$ cat config.mk
export PLATFORM = sky130hd
export DESIGN_NAME = cmd_rx
export DESIGN_NICKNAME = d
export VERILOG_FILES = /design/src/design/cmd_rx.sv
export SDC_FILE = /design/constraint.sdc
export NUM_CORES = 1
export LEC_CHECK = 0
export BUFFER_PORTS_ARGS = -buffer_cell sky130_fd_sc_hd__buf_2
export CAP_MARGIN = 20
export CORE_MARGIN = 10
export CORE_UTILIZATION = 50
export CTS_BUF_LIST = sky130_fd_sc_hd__clkbuf_8
export DETAILED_ROUTE_END_ITERATION = 8
export GPL_ROUTABILITY_DRIVEN = 0
export PLACE_DENSITY = 0.8
export SYNTH_ARGS = -nofsm -noshare
export SYNTH_HDL_FRONTEND = slang
export SYNTH_SLANG_ARGS = --single-unit
export TNS_END_PERCENT = 5
$ cat constraint.sdc
create_clock -name clk -period 2.1 [get_ports clk]
set_input_delay 0.42 -clock clk [delete_from_list [all_inputs] [get_ports clk]]
set_output_delay 0.42 -clock clk [all_outputs]
set_load 0.005 [all_outputs]
$ cat src/design/cmd_rx.sv
/*
 * command receiver
 * packs 8 stream bytes into one frame, holds it until taken
 */
`timescale 1ns/1ps
`default_nettype none

module cmd_rx (
	input  logic            clk,
	input  logic            rstn,
	input  logic            i_valid,
	input  logic [7:0]      i_data,
	output logic            o_ready,
	output logic            o_frame_valid,
	output logic [7:0][7:0] o_frame,
	input  logic            i_take
);

	logic [2:0]      byte_cnt;            // next byte slot
	logic            full;                // complete frame held
	logic [7:0][7:0] frame;
	logic            accept;

	assign accept        = i_valid & ~full;  // byte transfer this cycle
	assign o_ready       = ~full;            // stall host while a frame waits
	assign o_frame_valid = full;
	assign o_frame       = frame;

	always_ff @(posedge clk or negedge rstn) begin
		if (!rstn) begin
			byte_cnt <= 3'd0;
			full     <= 1'b0;
		end else begin
			if (accept) begin
				byte_cnt <= byte_cnt + 3'd1;     // wraps to 0 after byte 7
				if (byte_cnt == 3'd7)
					full <= 1'b1;
			end
			if (i_take)
				full <= 1'b0;                    // frees the receiver for the next command
		end
	end

	always_ff @(posedge clk) begin
		if (accept)
			frame[byte_cnt] <= i_data;          // byte 0 is the command code
	end

endmodule

`default_nettype wire

==> flow_metrics.tcl <==
set metrics [dict create \
    grt_max_degree 11 \
    fmax_ghz 0.643 \
    syn_nets 104 \
    syn_area_per_cell_um2 24.1 \
    endpoint "o_frame[50]" \
    drive_gt1_frac 0.524 \
    maxSlewHeadroom 0.850 \
    finalSetupTns_ns 0 \
    antenna-diode-count 0 \
    dpl_cell_area_um2 2680 \
    status "finished clean" \
    synth_top_area_frac 0.885 \
    multi_input_area_um2 146 \
    io_pins 78 \
    postLayoutCellArea_um2 2860 \
    core_area_um2 4120 \
    syn2layout_area_growth_pct 31.8 \
    timing.final.crit_period_ns 1.56 \
    syn-instance-count 90 \
    grt_pass1_vias 1271 \
    regArea_um2 2020 \
    hold_violations 0 \
    reg2reg_to "o_frame[50]" \
    setup_viol 0 \
    pwr_density_cell_nw_per_um2 1130 \
    die_y_um 85.9 \
    nNetsFinal 201 \
    post-dp-hpwl_um 3680 \
    grt_overflow 0 \
    seq_area_frac_synth 0.931 \
    yosysWarningCount 0 \
    numPortBuffers 77 \
    irDropWorstVdd_v 0.000665 \
    reg2reg_setup_slack_ns 0.54 \
    grt_first_pass_wirelength_um 7200 \
    startpoint "byte_cnt[0]" \
    rsz0062_at_grt "no" \
    end_kind "register" \
    tritoncts "built" \
    grt_util_all_layers 0.133 \
    hp-start "i_take" \
    num_rows 23 \
    first_pass_iters 4 \
    synth_cell_types 15 \
    arrival_ns 1.58 \
    maxCapViolCount 0 \
    cts_buffer_depth 2 \
    finalWirelength_um 4800 \
    netlist_area_um2 2170 \
    critPathKind "reg -> reg" \
    reg2reg_from "byte_cnt[0]" \
    synth_edf_count 64 \
    p_leak_nw 1.13 \
    fillers 259 \
    vias 1175 \
    worstPathRequired_ns 2.12 \
    viasPerCell 4.88 \
    drv_slew 0 \
    start_kind "register" \
    hp-class "in -> reg" \
    die_x_um 85.9 \
    worst_slew_pin_slew_ns 0.225 \
    yosysTopAreaCell "edfxtp_1" \
    antenna_found_initial 0 \
    cts.root.buffer_cell "clkbuf_8" \
    start_util 0.528 \
    synth_area_leaders "edfxtp_1 88%, dfrtp_1 4.6%, nor2_1 1.2%" \
    synthFlopType "edfxtp_1" \
    rr_worst_depth 3 \
    clk_pin_slew_ns 0.07 \
    drcViolationCount 0 \
    stdcell_count 241 \
    clk_latency_ns 0.33 \
    first_iter_violations 140 \
    wl_per_cell_um 19.9 \
    placed_cells 225 \
    antenna_left 0 \
    cts_buffers 9 \
    cts_setup_buffers 0 \
    crit_path_max_fanout 8 \
    ys_ff_latch 68 \
    cts_sinks 68 \
    fin_skew_ns 0.0125 \
    synth-async-reset-ratio 0.0588 \
    die_area_um2 7380 \
    h-tree-depth 3 \
    period_share 0.741 \
]
## placed cells by master (no fill, tap or decap), drive strengths merged
cell type	Yosys	layout
nand2b	2	2
dfrtp	4	4
nand3b	1	1
nand2	1	1
clkbuf	0	9
or3b	1	1
bufinv	0	1
buf	0	85
xor2	1	1
inv	1	3
a21oi	1	1
clkinv	0	3
nor3	2	2
dlygate4sd3	0	1
mux2	2	2
edfxtp	64	64
nor2b	1	1
ha	2	2
nor2	7	7
## registers in the layout, summed over array words and instances, names as in the netlist
name and flops:
byte_cnt 3, o_frame 64, o_frame_valid 1
## repair_timing
item / in CTS / in global routing
resized for setup: 0 / 0
setup endpoints to repair: 0 / 0
hold buffers: 1 / 0
endpoints found under the hold margin: 4 / 0
## power by group
| part | switching [W] | leakage, nW | internal [W] |
|---|---|---|---|
| Combinational | 0.000280 | 0.410 | 0.000213 |
| Sequential | 0.0000928 | 0.630 | 0.00171 |
| Clock | 0.000413 | 0.0942 | 0.000521 |
| Total | 0.000786 | 1.13 | 0.00244 |
## final cells by class
cell class	count	share of cell area
Clock inverter	6	0.0170
Tap cell	50	0.0219
Inverter	1	0.00131
Sequential cell	68	0.706
Timing Repair Buffer	86	0.159
Multi-Input combinational cell	21	0.0511
Clock buffer	9	0.0433
## worst max-delay path, stage by stage (launching register included)
cell and delay [ns]:
dfrtp_1 0.42, or3b_4 0.44, nor2_1 0.18, buf_4 0.21
## Yosys cell counts (2+ instances only)
cell and instances:
mux2_2 2, nand2b_1 2, dfrtp_1 4, nor2_1 7, edfxtp_1 64, ha_1 2
## how the worst min path moves through the flow
stage                    end  cells past startpoint  slack, ns
6_report       o_frame_valid                      2       0.24
5_1_grt        o_frame_valid                      2       0.24
4_1_cts        o_frame_valid                      2       0.22
3_5_place_dp     byte_cnt[0]                      1       0.23
3_3_place_gp   o_frame_valid                      1       0.22
2_1_floorplan    byte_cnt[0]                      0       0.12
## cells by family after synthesis
| family | synth area share |
|---|---|
| DFF | 0.931 |
| and+or+nand+nor | 0.0392 |
| muxes | 0.0104 |
| adders and majority gates | 0.0115 |
| AOI/OAI and AO/OA | 0.00230 |
| xor gates and xnor gates | 0.00403 |
| buffers and inverters | 0.00173 |
## routing by layer
layer / wire length [um] / global-route usage / share of wire
met5: 0 / 0 / 0
met4: 119 / 0.0614 / 0.025
met3: 583 / 0.0757 / 0.12
met2: 2290 / 0.210 / 0.48
met1: 1800 / 0.141 / 0.38
## stage by stage
step	total power [W]	hold WS, ns	util	worst slack, ns
2_1_floorplan	0.00202	0.124	-	0.460
3_3_place_gp	0.00229	0.221	0.651	0.594
3_5_place_dp	0.00234	0.228	0.651	0.498
4_1_cts	0.00326	0.225	0.696	0.551
5_1_grt	0.00340	0.239	0.696	0.492
6_report	0.00323	0.241	0.696	0.544
Note: power is estimated with default switching activity, not from simulation.
