$ cat config.mk
export PLATFORM = sky130hd
export DESIGN_NAME = stream_tx_flat
export DESIGN_NICKNAME = d
export VERILOG_FILES = /design/src/design/scope_pkg.sv /design/src/design/scope_if.sv /design/src/design/stream_tx.sv /design/src/flat_wrapper.sv
export SDC_FILE = /design/constraint.sdc
export NUM_CORES = 1
export LEC_CHECK = 0
export BUFFER_PORTS_ARGS = -buffer_cell sky130_fd_sc_hd__buf_2
export CORE_UTILIZATION = 54
export CTS_BUF_LIST = sky130_fd_sc_hd__clkbuf_4 sky130_fd_sc_hd__clkbuf_8
export CTS_CLUSTER_SIZE = 10
export DETAILED_ROUTE_END_ITERATION = 8
export PLACE_DENSITY = 0.95
export SLEW_MARGIN = 20
export SYNTH_ARGS = -nofsm -noshare
export SYNTH_HDL_FRONTEND = slang
export SYNTH_SLANG_ARGS = --single-unit
$ cat constraint.sdc
create_clock -name clk -period 4 [get_ports clk]
set_input_delay 0.8 -clock clk [delete_from_list [all_inputs] [get_ports clk]]
set_output_delay 0.8 -clock clk [all_outputs]
set_load 0.05 [all_outputs]
$ cat src/design/scope_pkg.sv
/*
 * shared widths, command codes, acquisition state codes,
 * trigger types and the trigger settings struct
 */
`default_nettype none

package scope_pkg;

	// --------------------
	// widths and constants
	// --------------------
	localparam int SAMPLE_W   = 12;       // adc sample width
	localparam int ADDR_W     = 10;       // sample buffer address width
	localparam int FW_VERSION = 18;       // returned by the version command

	typedef logic signed [SAMPLE_W-1:0] sample_t;

	// --------------------
	// encodings
	// --------------------
	typedef enum logic [7:0] {
		CMD_READOUT  = 8'd0,              // read the sample buffer
		CMD_ARM      = 8'd1,              // arm trigger and return status
		CMD_VERSION  = 8'd2,
		CMD_TRIG_SET = 8'd8               // thresholds, pre-offset, tot
	} cmd_code_t;

	typedef enum logic [7:0] {
		ACQ_READY     = 8'd0,
		ACQ_RISE_LOW  = 8'd1,             // waiting to go below lower threshold
		ACQ_RISE_HIGH = 8'd2,             // counting samples above upper threshold
		ACQ_FALL_HIGH = 8'd3,
		ACQ_FALL_LOW  = 8'd4,
		ACQ_POST      = 8'd250,           // taking post-trigger samples
		ACQ_DONE      = 8'd251            // event held until read out
	} acq_state_t;

	typedef enum logic [7:0] {
		TRIG_NOW  = 8'd0,
		TRIG_RISE = 8'd1,
		TRIG_FALL = 8'd2
	} trig_type_t;

	typedef struct packed {
		sample_t           lower_thr;     // signed, compared against samples
		sample_t           upper_thr;
		logic [ADDR_W-1:0] pre_offset;    // readout starts this far before trigger
		logic [7:0]        tot;           // time over threshold, in samples
		trig_type_t        trig_type;
		logic [15:0]       post_len;      // samples taken after the trigger
	} trig_cfg_t;

endpackage

`default_nettype wire

$ cat src/design/scope_if.sv
/*
 * acq_if: settings and status between command decoder and acquisition
 * resp_if: response requests from command decoder to stream sender
 */
`timescale 1ns/1ps
`default_nettype none


interface resp_if #(
	parameter int ADDR_W = scope_pkg::ADDR_W
) ();
	logic              start;             // one-cycle pulse, never while busy
	logic              readout;           // 1 = stream buffer contents, 0 = send word
	logic [31:0]       word;
	logic [31:0]       byte_len;
	logic [ADDR_W-1:0] rd_base;           // first buffer address of a readout
	logic              busy;

	modport source (output start, readout, word, byte_len, rd_base, input busy);
	modport sink   (input start, readout, word, byte_len, rd_base, output busy);
endinterface

`default_nettype wire

$ cat src/design/stream_tx.sv
/*
 * response sender, 32-bit stream with keep and last
 * single word replies and buffer readout, two samples per beat
 */
`timescale 1ns/1ps
`default_nettype none

module stream_tx #(
	parameter int ADDR_W = scope_pkg::ADDR_W
) (
	input  logic               clk,
	input  logic               rstn,
	resp_if.sink               resp,
	output logic [ADDR_W-1:0]  o_rd_addr,
	input  scope_pkg::sample_t i_rd_data,
	input  logic               i_tx_ready,
	output logic               o_tx_valid,
	output logic [31:0]        o_tx_data,
	output logic [3:0]         o_tx_keep,
	output logic               o_tx_last
);
	import scope_pkg::*;

	typedef enum logic [2:0] {TX_IDLE, TX_ADDR_LO, TX_ADDR_HI, TX_LOAD, TX_SEND} tx_state_t;

	localparam int PAD_W = 16 - SAMPLE_W;  // zero fill to 16-bit halves

	tx_state_t         state;
	logic [31:0]       rem;               // bytes left, current beat included
	logic [ADDR_W-1:0] ptr;               // next buffer address
	sample_t           lo_half;
	logic              tx_last;

	assign tx_last    = (rem <= 32'd4);
	assign o_tx_last  = tx_last;
	assign o_rd_addr  = ptr;
	assign resp.busy  = (state != TX_IDLE);

	always_comb begin
		case (rem[1:0])
			2'd3:    o_tx_keep = 4'b0111;
			2'd2:    o_tx_keep = 4'b0011;
			2'd1:    o_tx_keep = 4'b0001;
			default: o_tx_keep = 4'b0000;   // byte_len of 0
		endcase
		if (rem >= 32'd4)
			o_tx_keep = 4'b1111;
	end

	// --------------------
	// beat sequencing
	// --------------------
	always_ff @(posedge clk or negedge rstn) begin
		if (!rstn) begin
			state      <= TX_IDLE;
			o_tx_valid <= 1'b0;
			rem        <= 32'd0;
		end else begin
			case (state)
				TX_IDLE: if (resp.start) begin
					rem <= resp.byte_len;
					if (resp.readout)
						state <= TX_ADDR_LO;
					else begin
						o_tx_valid <= 1'b1;           // word is ready right away
						state      <= TX_SEND;
					end
				end
				TX_ADDR_LO: state <= TX_ADDR_HI;
				TX_ADDR_HI: state <= TX_LOAD;
				TX_LOAD: begin
					o_tx_valid <= 1'b1;
					state      <= TX_SEND;
				end
				TX_SEND: if (i_tx_ready) begin
					o_tx_valid <= 1'b0;
					if (tx_last)
						state <= TX_IDLE;
					else begin
						rem   <= rem - 32'd4;
						state <= TX_ADDR_LO;          // fetch the next pair
					end
				end
				default: state <= TX_IDLE;
			endcase
		end
	end

	// --------------------
	// data path
	// --------------------
	always_ff @(posedge clk) begin
		case (state)
			TX_IDLE: if (resp.start) begin
				ptr       <= resp.rd_base;
				o_tx_data <= resp.word;
			end
			TX_ADDR_LO: ptr <= ptr + 1'b1;   // low sample address is on the ram
			TX_ADDR_HI: begin
				lo_half <= i_rd_data;
				ptr     <= ptr + 1'b1;
			end
			TX_LOAD: o_tx_data <= {{PAD_W{1'b0}}, i_rd_data, {PAD_W{1'b0}}, lo_half};
			default: ;
		endcase
	end

endmodule

`default_nettype wire

$ cat src/flat_wrapper.sv
// flat-port wrapper written by rule: the top's interface ports become plain ports
module stream_tx_flat import scope_pkg::*;
#(
	parameter int ADDR_W = scope_pkg::ADDR_W
)
  (clk, rstn, o_rd_addr, i_rd_data, i_tx_ready, o_tx_valid, o_tx_data, o_tx_keep, o_tx_last, resp_start, resp_readout, resp_word, resp_byte_len, resp_rd_base, resp_busy);
  resp_if #(.ADDR_W(ADDR_W)) resp_i ();
  input  logic clk;
  input  logic rstn;
  output logic [ADDR_W-1:0] o_rd_addr;
  input  scope_pkg::sample_t i_rd_data;
  input  logic i_tx_ready;
  output logic o_tx_valid;
  output logic [31:0] o_tx_data;
  output logic [3:0] o_tx_keep;
  output logic o_tx_last;
  input wire logic [$bits(resp_i.start)-1:0] resp_start;
  input wire logic [$bits(resp_i.readout)-1:0] resp_readout;
  input wire logic [$bits(resp_i.word)-1:0] resp_word;
  input wire logic [$bits(resp_i.byte_len)-1:0] resp_byte_len;
  input wire logic [$bits(resp_i.rd_base)-1:0] resp_rd_base;
  output wire logic [$bits(resp_i.busy)-1:0] resp_busy;
  assign resp_i.start = resp_start;
  assign resp_i.readout = resp_readout;
  assign resp_i.word = resp_word;
  assign resp_i.byte_len = resp_byte_len;
  assign resp_i.rd_base = resp_rd_base;
  assign resp_busy = resp_i.busy;
  stream_tx #(.ADDR_W(ADDR_W)) u_core (.clk(clk), .rstn(rstn), .resp(resp_i), .o_rd_addr(o_rd_addr), .i_rd_data(i_rd_data), .i_tx_ready(i_tx_ready), .o_tx_valid(o_tx_valid), .o_tx_data(o_tx_data), .o_tx_keep(o_tx_keep), .o_tx_last(o_tx_last));
endmodule
==> impl_metrics.csv <==
group,metric,value,unit
synth,synth_top_family_by_area,"simple AND/OR/NAND/NOR gates",
setup_path,slowest_delay,0.63,ns
clock_tree,clockRootBuffer,"clkbuf_8",
synth,synth.distinct_cells,50,
synth,synth_top_cells_by_area,"edfxtp_1 (35%), dfrtp_1 (19%), mux2_2 (6.5%), o21ai_0 (4.3%), nor2_1 (3.5%)",
route,dr_total_vias,4255,
setup_path,crit_path_start_kind,"flip-flop",
route,drtPass1Iterations,5,
clock_tree,cts_buffers,9,
route,drt_iter0_markers,338,
sta,max_slew_margin,30.8,%
pwr,p_switching,0.00220,W
sta,drv_slew,0,
worst_hold_path,min_path_type,"in2async",
synth,syn_area,0.00468,mm2
route,viasPerCell,6.24,
clock_tree,clk_path_buf_depth,2,
global_routing,grt_pass1_wl,19.9,mm
pwr,peakVddDrop,0.317,mV
synth,synthTopCellsByCount,"edfxtp_1 (54), nor2_1 (44), o21ai_0 (40)",
global_routing,grt-ovfl-total,0,
setup_path,required,3.20,ns
die,fp.dieH,95.1,um
final_layout,drive_gt1_share,34.8,%
synth,synth_xor_area_share,1.68,%
sta,fin_ws,0.206,ns
global_routing,antenna_found_initial,0,
clock_tree,postCtsResizedCells,0,
route,antenna_left,0,
place,gp_congestion,0.912,
pwr,internal_power,0.00244,W
synth,yosysMostFrequentCell,"edfxtp_1",
die,std_cell_rows,33,
sta,worst_slew_pin_slew,1.04,ns
place,dp_hpwl,8.99,mm
clock_tree,cts_hold_buffers,0,
clock_tree,cts_tree,"built",
global_routing,grt_pass1_vias,3993,
synth,ys.flop_type,"edfxtp_1",
setup_path,cp-end-kind,"output port",
pwr,swShare,47.5,%
synth,synth_fa_ha_area_share,0.802,%
synth,yosysTopAreaCell,"edfxtp_1",
pwr,pwr-share-clk,14.1,%
status,status,"complete, no violations",
pwr,pwr-share-seq,39.9,%
pwr,comb_power_share,46.1,%
route,wl,12.8,mm
global_routing,grt_max_degree,54,
setup_path,crit_chain,"or4_1 -> or4_1 -> nor4_1 -> buf_2",
final_layout,diodes,0,
route,wl_per_cell,18.7,um
sta,tns,0,ns
route,drc,0,
setup_path,crit_top_cell,"or4_1",
synth,synthMuxAreaShare,6.95,%
sta,finalSetupViolCount,0,
clock_tree,clock_latency,0.37,ns
clock_tree,cts_sinks,90,
global_routing,grt.total_usage,29.0,%
sta,rsz0062_at_grt,"no",
place,portBuffers,139,
sta,max_freq,264,MHz
place,dpl_worst_slack,0.644,ns
sta,finClkSkew,0.0115,ns
die,io_pins,140,
job,maxCapViolations,0,
pwr,power.density,820,mW/mm2
synth,postSynthAreaPerCell,10.5,um2
synth,syn_inst,445,
die,core-area,0.00830,mm2
final_layout,nNetsFinal,666,
die,start_util,56.4,%
sta,period_share,94.9,%
clock_tree,path_clk_slew,0.09,ns
setup_path,cp_max_fo,9,
setup_path,crit_slowest_cell,"nor4_1",
synth,syn-num-nets,539,
die,die_w,95.1,um
synth,synth_compound_area_share,16.3,%
sta,hold_violations,0,
clock_tree,post_cts_buffers,0,
synth,netlist.area_leader.share,34.6,%
synth,ys_ff_latch,90,
setup_path,worstPathArrival,2.99,ns
final_layout,final_util,68.2,%
clock_tree,htree_levels,3,
sta,post-route-min-period,3.79,ns
synth,synth-edff-count,54,
pwr,p_leak,2.24,nW
die,die-area,0.00904,mm2
setup_path,critPathKind,"reg2out",
synth,synthArstFlopShare,40.0,%
synth,yosys_warnings,0,
synth,synth-simple-area-share,17.4,%
synth,synth-seq-area-share,53.9,%
final_layout,areaGrowthSynthToFinish,21.0,%
## layout by cell type, fill, tap and decap left out, types with 8 or more instances in the layout
| master | synthesis | final |
|---|---|---|
| o21ai_0 | 40 | 40 |
| clkbuf_8 | 0 | 9 |
| a211oi_1 | 8 | 8 |
| edfxtp_1 | 54 | 54 |
| a21oi_1 | 26 | 25 |
| nor2_1 | 44 | 44 |
| and2_1 | 9 | 8 |
| dfrtp_1 | 36 | 36 |
| mux2_2 | 27 | 27 |
| nor4_1 | 14 | 14 |
| nand3_1 | 10 | 10 |
| nand2_1 | 23 | 23 |
| nor3_1 | 22 | 22 |
| a31oi_1 | 8 | 8 |
| buf_2 | 5 | 139 |
## metal layers
metal / vias up / track usage, % / routed length, um
met5: - / 0 / 0
met4: 0 / 8.84 / 239
met3: 29 / 5.90 / 1100
met2: 266 / 49.4 / 6390
met1: 2019 / 37.1 / 5060
li1: 1941 / - / -
## power groups by stage
stage                     Sequential, W  Combinational [W]  Clock, W
after detailed placement        0.00185            0.00212         0
after CTS                       0.00184            0.00213  0.000656
final                           0.00185            0.00214  0.000652
after global routing            0.00190            0.00230  0.000694
after floorplan                 0.00234            0.00106         0
after global placement          0.00181            0.00203         0
## final timing paths
| check | startpoint | end | slack, ns | cells after the start |
|---|---|---|---|---|
| worst max-delay path | u_core.rem[25] | o_tx_last | 0.21 | 4 |
| worst min-delay path | rstn | u_core.rem[27] | 0.53 | 1 |
| worst max register to register | u_core.rem[25] | u_core.rem[6] | 0.94 | 5 |
| worst min register to register | u_core.rem[28] | u_core.rem[28] | 0.55 | 2 |
| max in group asynchronous | rstn | u_core.rem[0] | 2.92 | 1 |
| min in group clk | u_core.rem[28] | u_core.rem[28] | 0.55 | 2 |
## flip-flops by register name, summed over array words and instances, names as in the netlist
name	flops
u_core.rem	32
u_core.lo_half	12
u_core.o_tx_valid	1
u_core.o_tx_data	32
u_core.state	3
u_core.o_rd_addr	10
## cell type report
cell class / count / area (um2)
well taps: 105 / 131
multi-input cells: 320 / 2040
fillers: 591 / 2640
repair buffers: 145 / 741
flip-flops and latches: 90 / 2520
clock buffers: 10 / 131
clock inverters: 6 / 75.1
inverters: 6 / 22.5
## logic make-up after synthesis
| kind of cell | count (synthesis) |
|---|---|
| AND/OR/NAND/NOR | 157 |
| AO/OA/AOI/OAI | 122 |
| flip-flops | 90 |
| buffers and inverters | 35 |
| multiplexers | 29 |
| XOR/XNOR | 9 |
| adder cells (fa/ha/maj) | 3 |
## worst max-delay path: cells and delay by family, from the launching register on
| kind | cells | cell delay (ns) |
|---|---|---|
| buf+inv | 1 | 0.38 |
| simple gates | 3 | 1.82 |
| flops | 1 | 0.43 |
## stage by stage
stage / cells / cell area (um2) / hold WS [ns] / total power (W)
3_5_place_dp: 666 / 5450 / 0.529 / 0.00397
2_1_floorplan: 445 / 4680 / 0.463 / 0.00340
3_3_place_gp: 666 / 5450 / 0.488 / 0.00384
4_1_cts: 682 / 5660 / 0.546 / 0.00462
6_report: 682 / 5660 / 0.532 / 0.00464
5_1_grt: 682 / 5660 / 0.588 / 0.00489
Power figures use the tool's default switching activity.
