### config.mk
export PLATFORM = sky130hd
export DESIGN_NAME = acq_ctrl_flat
export DESIGN_NICKNAME = d
export VERILOG_FILES = /design/src/design/scope_pkg.sv /design/src/design/scope_if.sv /design/src/design/acq_ctrl.sv /design/src/flat_wrapper.sv
export SDC_FILE = /design/constraint.sdc
export NUM_CORES = 1
export LEC_CHECK = 0
export BUFFER_PORTS_ARGS = -buffer_cell sky130_fd_sc_hd__buf_4
export CELL_PAD_IN_SITES_DETAIL_PLACEMENT = 0
export CELL_PAD_IN_SITES_GLOBAL_PLACEMENT = 1
export CORE_MARGIN = 2
export CORE_UTILIZATION = 32
export DETAILED_ROUTE_END_ITERATION = 6
export PLACE_DENSITY_LB_ADDON = 0.1
export SYNTH_ARGS = -nofsm -noshare
export SYNTH_HDL_FRONTEND = slang
export SYNTH_SLANG_ARGS = --single-unit
### constraint.sdc
create_clock -name clk -period 4.9 [get_ports clk]
set_clock_uncertainty 0.05 [all_clocks]
set_input_delay 0.49 -clock clk [delete_from_list [all_inputs] [get_ports clk]]
set_output_delay 0.49 -clock clk [all_outputs]
set_load 0.01 [all_outputs]
### src/design/scope_pkg.sv
/*
 * shared widths, command codes, acquisition state codes,
 * trigger types and the trigger settings struct
 */
`default_nettype none

package scope_pkg;

	// --------------------
	// widths and constants
	// --------------------
	localparam int SAMPLE_W   = 12;       // adc sample width
	localparam int ADDR_W     = 10;       // sample buffer address width
	localparam int FW_VERSION = 18;       // returned by the version command

	typedef logic signed [SAMPLE_W-1:0] sample_t;

	// --------------------
	// encodings
	// --------------------
	typedef enum logic [7:0] {
		CMD_READOUT  = 8'd0,              // read the sample buffer
		CMD_ARM      = 8'd1,              // arm trigger and return status
		CMD_VERSION  = 8'd2,
		CMD_TRIG_SET = 8'd8               // thresholds, pre-offset, tot
	} cmd_code_t;

	typedef enum logic [7:0] {
		ACQ_READY     = 8'd0,
		ACQ_RISE_LOW  = 8'd1,             // waiting to go below lower threshold
		ACQ_RISE_HIGH = 8'd2,             // counting samples above upper threshold
		ACQ_FALL_HIGH = 8'd3,
		ACQ_FALL_LOW  = 8'd4,
		ACQ_POST      = 8'd250,           // taking post-trigger samples
		ACQ_DONE      = 8'd251            // event held until read out
	} acq_state_t;

	typedef enum logic [7:0] {
		TRIG_NOW  = 8'd0,
		TRIG_RISE = 8'd1,
		TRIG_FALL = 8'd2
	} trig_type_t;

	typedef struct packed {
		sample_t           lower_thr;     // signed, compared against samples
		sample_t           upper_thr;
		logic [ADDR_W-1:0] pre_offset;    // readout starts this far before trigger
		logic [7:0]        tot;           // time over threshold, in samples
		trig_type_t        trig_type;
		logic [15:0]       post_len;      // samples taken after the trigger
	} trig_cfg_t;

endpackage

`default_nettype wire

### src/design/scope_if.sv
/*
 * acq_if: settings and status between command decoder and acquisition
 * resp_if: response requests from command decoder to stream sender
 */
`timescale 1ns/1ps
`default_nettype none

interface acq_if #(
	parameter int ADDR_W = scope_pkg::ADDR_W
) ();
	import scope_pkg::*;

	trig_cfg_t         cfg;               // current trigger settings
	logic              arm;               // one-cycle pulse, only acts in ACQ_READY
	logic              readout_done;      // one-cycle pulse after a buffer readout
	acq_state_t        state;
	logic [15:0]       event_count;
	logic [ADDR_W-1:0] trig_addr;         // write address of the triggering sample

	modport controller  (output cfg, arm, readout_done, input state, event_count, trig_addr);
	modport acquisition (input cfg, arm, readout_done, output state, event_count, trig_addr);
endinterface


`default_nettype wire

### src/design/acq_ctrl.sv
/*
 * acquisition control
 * trigger FSM, buffer write address, post-trigger and event counters
 */
`timescale 1ns/1ps
`default_nettype none

module acq_ctrl #(
	parameter int ADDR_W = scope_pkg::ADDR_W
) (
	input  logic              clk,
	input  logic              rstn,
	input  scope_pkg::sample_t i_sample,
	input  logic              i_sample_valid,
	acq_if.acquisition        acq,
	output logic              o_wr_en,
	output logic [ADDR_W-1:0] o_wr_addr,
	output scope_pkg::sample_t o_wr_data
);
	import scope_pkg::*;

	acq_state_t        state;
	logic [ADDR_W-1:0] wr_addr;
	logic [7:0]        tot_cnt;           // samples seen beyond the second threshold
	logic [15:0]       post_cnt;
	logic [16:0]       post_next;         // post count including this cycle's sample
	logic [15:0]       event_count;
	logic [ADDR_W-1:0] trig_addr;
	logic              below;             // sample under lower threshold
	logic              above;             // sample over upper threshold

	assign below     = i_sample_valid && (i_sample < acq.cfg.lower_thr);
	assign above     = i_sample_valid && (i_sample > acq.cfg.upper_thr);
	assign post_next = 17'(post_cnt) + 17'(i_sample_valid);

	assign o_wr_en   = i_sample_valid && (state != ACQ_DONE);  // buffer frozen once done
	assign o_wr_addr = wr_addr;
	assign o_wr_data = i_sample;

	assign acq.state       = state;
	assign acq.event_count = event_count;
	assign acq.trig_addr   = trig_addr;

	always_ff @(posedge clk or negedge rstn) begin
		if (!rstn) begin
			state       <= ACQ_READY;
			wr_addr     <= '0;
			tot_cnt     <= 8'd0;
			post_cnt    <= 16'd0;
			event_count <= 16'd0;
			trig_addr   <= '0;
		end else begin
			if (o_wr_en)
				wr_addr <= wr_addr + 1'b1;       // circular, wraps at depth
			case (state)
				ACQ_READY: begin
					tot_cnt  <= 8'd0;
					post_cnt <= 16'd0;
					if (acq.arm) begin
						if (acq.cfg.trig_type == TRIG_RISE)
							state <= ACQ_RISE_LOW;
						else if (acq.cfg.trig_type == TRIG_FALL)
							state <= ACQ_FALL_HIGH;
						else begin
							trig_addr <= wr_addr;         // immediate trigger
							state     <= ACQ_POST;
						end
					end
				end
				ACQ_RISE_LOW:  if (below) state <= ACQ_RISE_HIGH;
				ACQ_FALL_HIGH: if (above) state <= ACQ_FALL_LOW;
				ACQ_RISE_HIGH, ACQ_FALL_LOW: begin
					// count is kept when the signal drops back
					if ((state == ACQ_RISE_HIGH) ? above : below) begin
						tot_cnt <= tot_cnt + 8'd1;
						if (tot_cnt >= acq.cfg.tot) begin
							trig_addr <= wr_addr;         // address of this sample
							state     <= ACQ_POST;
						end
					end
				end
				ACQ_POST: begin
					post_cnt <= post_next[15:0];
					if (post_next >= 17'(acq.cfg.post_len)) begin
						event_count <= event_count + 16'd1;
						state       <= ACQ_DONE;
					end
				end
				ACQ_DONE: if (acq.readout_done) state <= ACQ_READY;
				default:  state <= ACQ_READY;
			endcase
		end
	end

endmodule

`default_nettype wire

### src/flat_wrapper.sv
// flat-port wrapper written by rule: the top's interface ports become plain ports
module acq_ctrl_flat import scope_pkg::*;
#(
	parameter int ADDR_W = scope_pkg::ADDR_W
)
  (clk, rstn, i_sample, i_sample_valid, o_wr_en, o_wr_addr, o_wr_data, acq_cfg, acq_arm, acq_readout_done, acq_state, acq_event_count, acq_trig_addr);
  acq_if #(.ADDR_W(ADDR_W)) acq_i ();
  input  logic clk;
  input  logic rstn;
  input  scope_pkg::sample_t i_sample;
  input  logic i_sample_valid;
  output logic o_wr_en;
  output logic [ADDR_W-1:0] o_wr_addr;
  output scope_pkg::sample_t o_wr_data;
  input wire logic [$bits(acq_i.cfg)-1:0] acq_cfg;
  input wire logic [$bits(acq_i.arm)-1:0] acq_arm;
  input wire logic [$bits(acq_i.readout_done)-1:0] acq_readout_done;
  output wire logic [$bits(acq_i.state)-1:0] acq_state;
  output wire logic [$bits(acq_i.event_count)-1:0] acq_event_count;
  output wire logic [$bits(acq_i.trig_addr)-1:0] acq_trig_addr;
  assign acq_i.cfg = acq_cfg;
  assign acq_i.arm = acq_arm;
  assign acq_i.readout_done = acq_readout_done;
  assign acq_state = acq_i.state;
  assign acq_event_count = acq_i.event_count;
  assign acq_trig_addr = acq_i.trig_addr;
  acq_ctrl #(.ADDR_W(ADDR_W)) u_core (.clk(clk), .rstn(rstn), .i_sample(i_sample), .i_sample_valid(i_sample_valid), .acq(acq_i), .o_wr_en(o_wr_en), .o_wr_addr(o_wr_addr), .o_wr_data(o_wr_data));
endmodule
==> metrics.yaml, run 1 <==
routing:
  drtAntennaViolNets: 0
  drc: 0
  drt_iter0_drc: 132
  firstDrtPassIters: 4
  vias: 3671
  routed_wirelength_um: 10800
  wl_per_cell_um: 13.9
  via_per_inst: 4.74
pwr:
  total_power_w: 0.00221
  p_leak_nw: 3.13
  power_density_nw_per_um2: 376
  ir_worst_vdd_mv: 0.196
placement:
  io_buffers: 129
  gp_congestion: 0.744
  dp_hpwl_um: 8330
  placed_area_um2: 5600
  post-place-cells: 760
setup_path:
  startpoint: "u_core.post_cnt[0]"
  cp_slowest_cell: "o41ai_2"
  path_buf_inv: 0
  crit_top_cell: "ha_1"
  r2r_cells: 14
  r2r_start: "u_core.post_cnt[0]"
  critPathKind: "flop to flop"
  crit_cells: 14
  crit_path_end_kind: "flop"
  startpoint_type: "flop"
  crit_required_ns: 5.06
  critPathMaxStageDelay_ns: 0.62
  r2r_slack_ns: 0.85
  path_cells: "ha_1, ha_1, and3_1, nand3_2, nor2_1, nand3_1, nor2_1, xor2_1, ha_1, nand3_1, o41ai_2, o22ai_1, nand4b_1, a211o_1"
  cp-endpoint: "u_core.acq.state[6]"
  path_max_fanout: 5
  crit_family: "simple AND/OR/NAND/NOR gates"
  critPathArrivalTime_ns: 4.21
  r2r_end: "u_core.acq.state[6]"
worst_hold_path:
  hp-class: "primary input to asynchronous set/reset pin"
cells_and_area:
  design_area_um2: 5880
  syn_to_final_growth_pct: 29.1
  n_antenna_cell: 0
  nFillCells: 1419
  fin_nets: 726
  fin_cells: 775
  multi_input_area_um2: 2590
  drive_gt1_share_pct: 28.9
  regArea_um2: 1600
clocking:
  cts.sinks: 64
  cts_tree: "done"
  clockRootBuffer: "clkbuf_16"
  ctsLongestPathBuffers: 2
  numCtsBuffers: 9
  cts_hold_repair.buffers: 0
  post_cts_resized: 0
  postCtsSetupBuffers: 0
  clock_latency_ns: 0.33
  path_clk_slew_ns: 0.05
  h-tree-depth: 3
sta:
  final-setup-viol-count: 0
  rsz0062_at_grt: "false"
  hold_violations: 0
  fin_tns_setup_ns: 0
  tightest_slew_ns: 1.15
  slew_headroom_pct: 22.9
  maxSlewViolCount: 0
  fin_crit_ns: 4.05
  period_share_pct: 82.7
  max_freq_mhz: 247
yosys:
  synth_seq_area_share_pct: 35.1
  synth.distinct_cells: 56
  syn-num-nets: 609
  synth_area_um2: 4560
  async_flop_share_pct: 100
  postSynthAreaPerCell_um2: 9.62
  synth_seq_cells: 64
  synth-main-ff-cell: "dfrtp_1"
  synth_warnings: 0
  synth_cells: 474
  synth-edff-count: 0
flow_run:
  drv_cap: 0
global_route:
  grt_pass1_wl_um: 17600
  first_global_vias: 3582
  antenna_found_initial: 0
  grt_max_degree: 65
  track_usage_pct: 14.7
  grt-ovfl-total: 0
floorplan:
  ios: 140
  die_h_um: 123
  core_um2: 13900
  die_width_um: 123
  rows: 43
  start_util_pct: 32.8
  die_area_um2: 15200
status:
  status: "completed"
[area by class of cell]
type                            count  area share [%]
Inverter                           55            3.51
Multi-Input combinational cell    331            44.0
Tap cell                          180            3.83
Sequential cell                    64            27.2
Clock buffer                       11            4.13
Clock inverter                      4           0.766
Timing Repair Buffer              130            16.6
[cell families after synthesis]
family	count (synthesis)	share of synthesized area, %
AO/OA/AOI/OAI	88	14.4
XOR/XNOR	43	8.26
adder cells (fa/ha/maj)	52	14.3
buffers and inverters	79	8.13
flip-flops	64	35.1
multiplexers	14	4.25
AND/OR/NAND/NOR	134	15.5
[metal layers]
layer	GRT usage [%]	routed length [um]
met1	20.0	5080
met2	23.8	5100
met3	3.04	524
met4	3.41	86
met5	0	0
[metrics by stage]
step	setup slack [ns]	hold WS [ns]	util, %
2_1_floorplan	1.26	0.144	-
3_3_place_gp	0.634	0.413	40.3
3_5_place_dp	0.594	0.417	40.3
4_1_cts	0.823	0.254	42.4
5_1_grt	0.385	0.301	42.4
6_report	0.847	0.220	42.4
[synth_stat cells (all sizes together), types with 3 or more instances]
cell type	count	area, um^2
nor2b	4	25.0
nand2	29	116
a21oi	18	90.1
clkbuf	4	15.0
nand3	22	115
nand4b	3	26.3
and3	11	70.1
and2	5	31.3
ha	52	651
dfrtp	64	1600
o21ai	21	105
nor3	8	40.0
o31ai	3	22.5
o2111ai	4	41.3
o211ai	4	48.8
a22o	9	78.8
a21o	8	60.1
buf	20	149
nor2	27	101
xor2	20	175
xnor2	23	201
nor4	5	43.8
mux2	13	184
nand4	14	87.6
inv	55	206
[report_power, final]
| part | leakage (nW) | internal, W | total, W | switching [W] |
|---|---|---|---|---|
| clock network | 0.145 | 0.000402 | 0.000625 | 0.000223 |
| registers | 0.848 | 0.000614 | 0.000737 | 0.000123 |
| logic | 2.13 | 0.000412 | 0.000853 | 0.000441 |
[cell usage in the layout (no fill, tap or decap), drive strengths merged, types with 2 or more instances in the layout]
master and count:
a211o 2, a211oi 2, a21o 8, a21oi 18
a22o 9, a31oi 2, and2 5, and3 11
and4 2, buf 130, clkbuf 11, clkinv 3
dfrtp 64, ha 52, inv 55, mux2 13
nand2 29, nand2b 2, nand3 22, nand4 14
nand4b 3, nor2 27, nor2b 4, nor3 8
nor4 5, o2111ai 4, o211ai 4, o21a 2
o21ai 21, o22ai 2, o31ai 3, xnor2 23
xor2 20
[registers in the layout, summed over array words and instances (netlist names)]
register and cells:
u_core.acq.event_count 16, u_core.post_cnt 16, u_core.acq.trig_addr 10, u_core.o_wr_addr 10, u_core.tot_cnt 8, u_core.acq.state 4
[how the worst min path moves through the flow]
stage                                  to  slack (ns)  depth (start not counted)
6_report                u_core.tot_cnt[3]        0.22                          1
5_1_grt                 u_core.tot_cnt[3]        0.30                          1
4_1_cts                 u_core.tot_cnt[3]        0.25                          1
3_5_place_dp   u_core.acq.event_count[15]        0.42                          1
3_3_place_gp   u_core.acq.event_count[15]        0.41                          1
2_1_floorplan   u_core.acq.event_count[0]        0.14                          0
(Power assumes the default switching activity.)
==> run 2, diff against run 1 <==
ABC_AREA = 1   (was not set)
clock period = 3.8 ns   (was 4.9 ns; I/O delays follow)
==> run 2 against run 1 <==
Against the previous run:
- sequential share of layout area is 2.4 points lower
- critical path depth is 7 higher
- first-iteration DRC count down 3.0%
- clock power rose by 33%
- combinational power increased by 54%
- worst hold slack worse by 0.12 ns
- sequential power rose by 28%
- routed wire length increased by 11%
- synthesized cell count increased by 38%
- via count grew 19%
- critical path type unchanged
- highest routed layer unchanged
==> metrics.yaml, run 2 <==
status:
  status: "completed"
setup_path:
  crit_family: "simple AND/OR/NAND/NOR gates"
  path_max_fanout: 15
  r2r_end: "u_core.acq.event_count[12]"
  critPathKind: "flop to flop"
  path_buf_inv: 2
  startpoint_type: "flop"
  critPathMaxStageDelay_ns: 0.35
  critPathArrivalTime_ns: 3.50
  crit_required_ns: 3.96
  cp_slowest_cell: "dfrtp_1"
  r2r_cells: 21
  crit_path_end_kind: "flop"
  r2r_slack_ns: 0.47
  r2r_start: "u_core.post_cnt[0]"
  path_cells: "ha_1, ha_1, nand3_2, nor2_2, nand4_2, nor2_4, xor2_1, inv_1, ha_1, nand2_1, nor2_1, nand3_1, nor2_1, nor2_1, nand3_1, nand2_1, nand3_2, nand2_4, inv_1, nand3_1, xnor2_1"
sta:
  hold_violations: 0
  maxSlewViolCount: 0
  max_freq_mhz: 300
  rsz0062_at_grt: "false"
  period_share_pct: 87.7
  slew_headroom_pct: 43.7
  fin_crit_ns: 3.33
  final-setup-viol-count: 0
  fin_tns_setup_ns: 0
  tightest_slew_ns: 0.844
yosys:
  synth_cells: 652
  synth_commonest_cells: "155 x nand2_1, 128 x inv_1, 64 x dfrtp_1, 52 x ha_1, 35 x nand3_1"
  async_flop_share_pct: 100
  yosys.area.top_type_share_pct: 31.5
  syn-num-nets: 787
  synth_seq_cells: 64
  synth.distinct_cells: 43
  synth_area_um2: 5090
  synth_warnings: 0
  synth-main-ff-cell: "dfrtp_1"
  postSynthAreaPerCell_um2: 7.81
  synth-edff-count: 0
  yosysTopAreaCell: "dfrtp_1"
  synth_seq_area_share_pct: 31.5
  yosysMostFrequentCell: "nand2_1"
  synth_area_leaders: "dfrtp_1 31%, ha_1 13%, nand2_1 11%"
floorplan:
  die_area_um2: 16900
  die_h_um: 130
  start_util_pct: 32.4
  rows: 46
  die_width_um: 130
  core_um2: 15700
  ios: 140
cells_and_area:
  regArea_um2: 1600
  layout_commonest_cell: "nand2_1"
  syn_to_final_growth_pct: 26.7
  final_cell_mix: "155 x nand2_1, 131 x buf_4, 128 x inv_1"
  fin_nets: 904
  multi_input_area_um2: 2800
  drive_gt1_share_pct: 26.5
  n_antenna_cell: 0
  reg_top3: "u_core.acq.event_count (16), u_core.post_cnt (16)"
  finish.utilization_pct: 41.0
  nFillCells: 1646
clocking:
  cts_hold_repair.buffers: 0
  path_clk_slew_ns: 0.06
  clockRootBuffer: "clkbuf_16"
  postCtsSetupBuffers: 0
  numCtsBuffers: 9
  h-tree-depth: 3
  ctsLongestPathBuffers: 2
  clock_latency_ns: 0.33
  cts.sinks: 64
  cts_tree: "done"
routing:
  drc: 0
  drtAntennaViolNets: 0
  wl_per_cell_um: 12.1
  wl_met1_um: 5610
  wl_met2_um: 5670
  vias: 4368
  firstDrtPassIters: 4
  via_per_inst: 4.41
  drt_iter0_drc: 128
  routed_wirelength_um: 12000
  met3RoutedLength_um: 579
  routed.top_layer: "met4"
global_route:
  track_usage_pct: 15.2
  grt-ovfl-total: 0
  grt_pass1_wl_um: 20700
  first_global_vias: 4546
  antenna_found_initial: 0
  grt_max_degree: 65
pwr:
  p_leak_nw: 3.63
  power_density_nw_per_um2: 478
  ir_worst_vdd_mv: 0.378
placement:
  io_buffers: 129
  dp_hpwl_um: 9480
  gp_congestion: 0.801
worst_hold_path:
  hp-class: "primary input to asynchronous set/reset pin"
flow_run:
  drv_cap: 0
==> run 2: changes by cell type after synthesis, moves of 10 or more <==
cell,previous run,this run
o21ai_0,21,9
xnor2_1,23,5
nand2_1,28,155
inv_1,55,128
mux2_4,10,0
nand3_1,21,35
and3_1,10,0
==> run 2: routing by layer <==
metal,global-route usage [%],up-vias
met2,26.3,78
met4,3.92,0
met5,0,-
li1,-,2271
met3,3.24,9
met1,19.2,2010
==> run 2: worst reg2reg max path, stage by stage (launching register included) <==
cell and delay (ns):
dfrtp_1 0.35, ha_1 0.18, ha_1 0.20, nand3_2 0.10, nor2_2 0.12, nand4_2 0.13
nor2_4 0.15, xor2_1 0.22, inv_1 0.07, ha_1 0.29, nand2_1 0.07, nor2_1 0.15
nand3_1 0.11, nor2_1 0.10, nor2_1 0.04, nand3_1 0.12, nand2_1 0.10, nand3_2 0.09
nand2_4 0.17, inv_1 0.17, nand3_1 0.10, xnor2_1 0.14
==> run 2: cell families after synthesis <==
family	after synthesis	synth area share [%]
multiplexers	1	0.221
adder cells (fa/ha/maj)	52	12.8
XOR/XNOR	37	6.81
AO/OA/AOI/OAI	48	5.90
flip-flops	64	31.5
buffers and inverters	158	13.8
AND/OR/NAND/NOR	292	29.1
==> run 2: timing repair <==
action	4_1_cts	5_1_grt
endpoints found under the hold margin	0	0
gates resized for setup	0	2
setup endpoints to repair	0	3
==> run 2: worst max-delay path by stage <==
stage	from	end	cells past startpoint
floorplan	i_sample_valid	u_core.acq.event_count[3]	22
global placement	i_sample_valid	u_core.acq.event_count[12]	23
detailed placement	i_sample_valid	u_core.acq.event_count[12]	23
CTS	u_core.post_cnt[0]	u_core.acq.event_count[12]	22
global route	u_core.post_cnt[0]	u_core.acq.event_count[12]	22
finish	u_core.post_cnt[0]	u_core.acq.event_count[12]	21
==> run 2: stage by stage <==
step                      cells  total power [W]  cell area (um^2)  setup WS [ns]  hold slack (ns)
after floorplan             652          0.00186              5090          0.906           0.0344
after global placement      974          0.00227              6140          0.272            0.410
after detailed placement    974          0.00229              6140          0.206            0.409
after CTS                   990          0.00313              6440          0.357            0.145
after global routing        990          0.00335              6450         0.0492            0.176
final                       990          0.00308              6450          0.467           0.0974
==> run 2: where the power goes <==
group / switching, W / total, W / internal (W) / leakage [nW]
Sequential: 0.000134 / 0.000946 / 0.000812 / 0.851
Clock: 0.000322 / 0.000830 / 0.000507 / 0.141
Combinational: 0.000806 / 0.00131 / 0.000503 / 2.63
==> run 2: cell type report <==
type | count | area share, %
inverters | 133 | 7.78
multi-input cells | 430 | 43.3
clock buffers | 9 | 3.49
flip-flops and latches | 64 | 24.8
repair buffers | 131 | 15.2
clock inverters | 7 | 1.13
well taps | 216 | 4.19
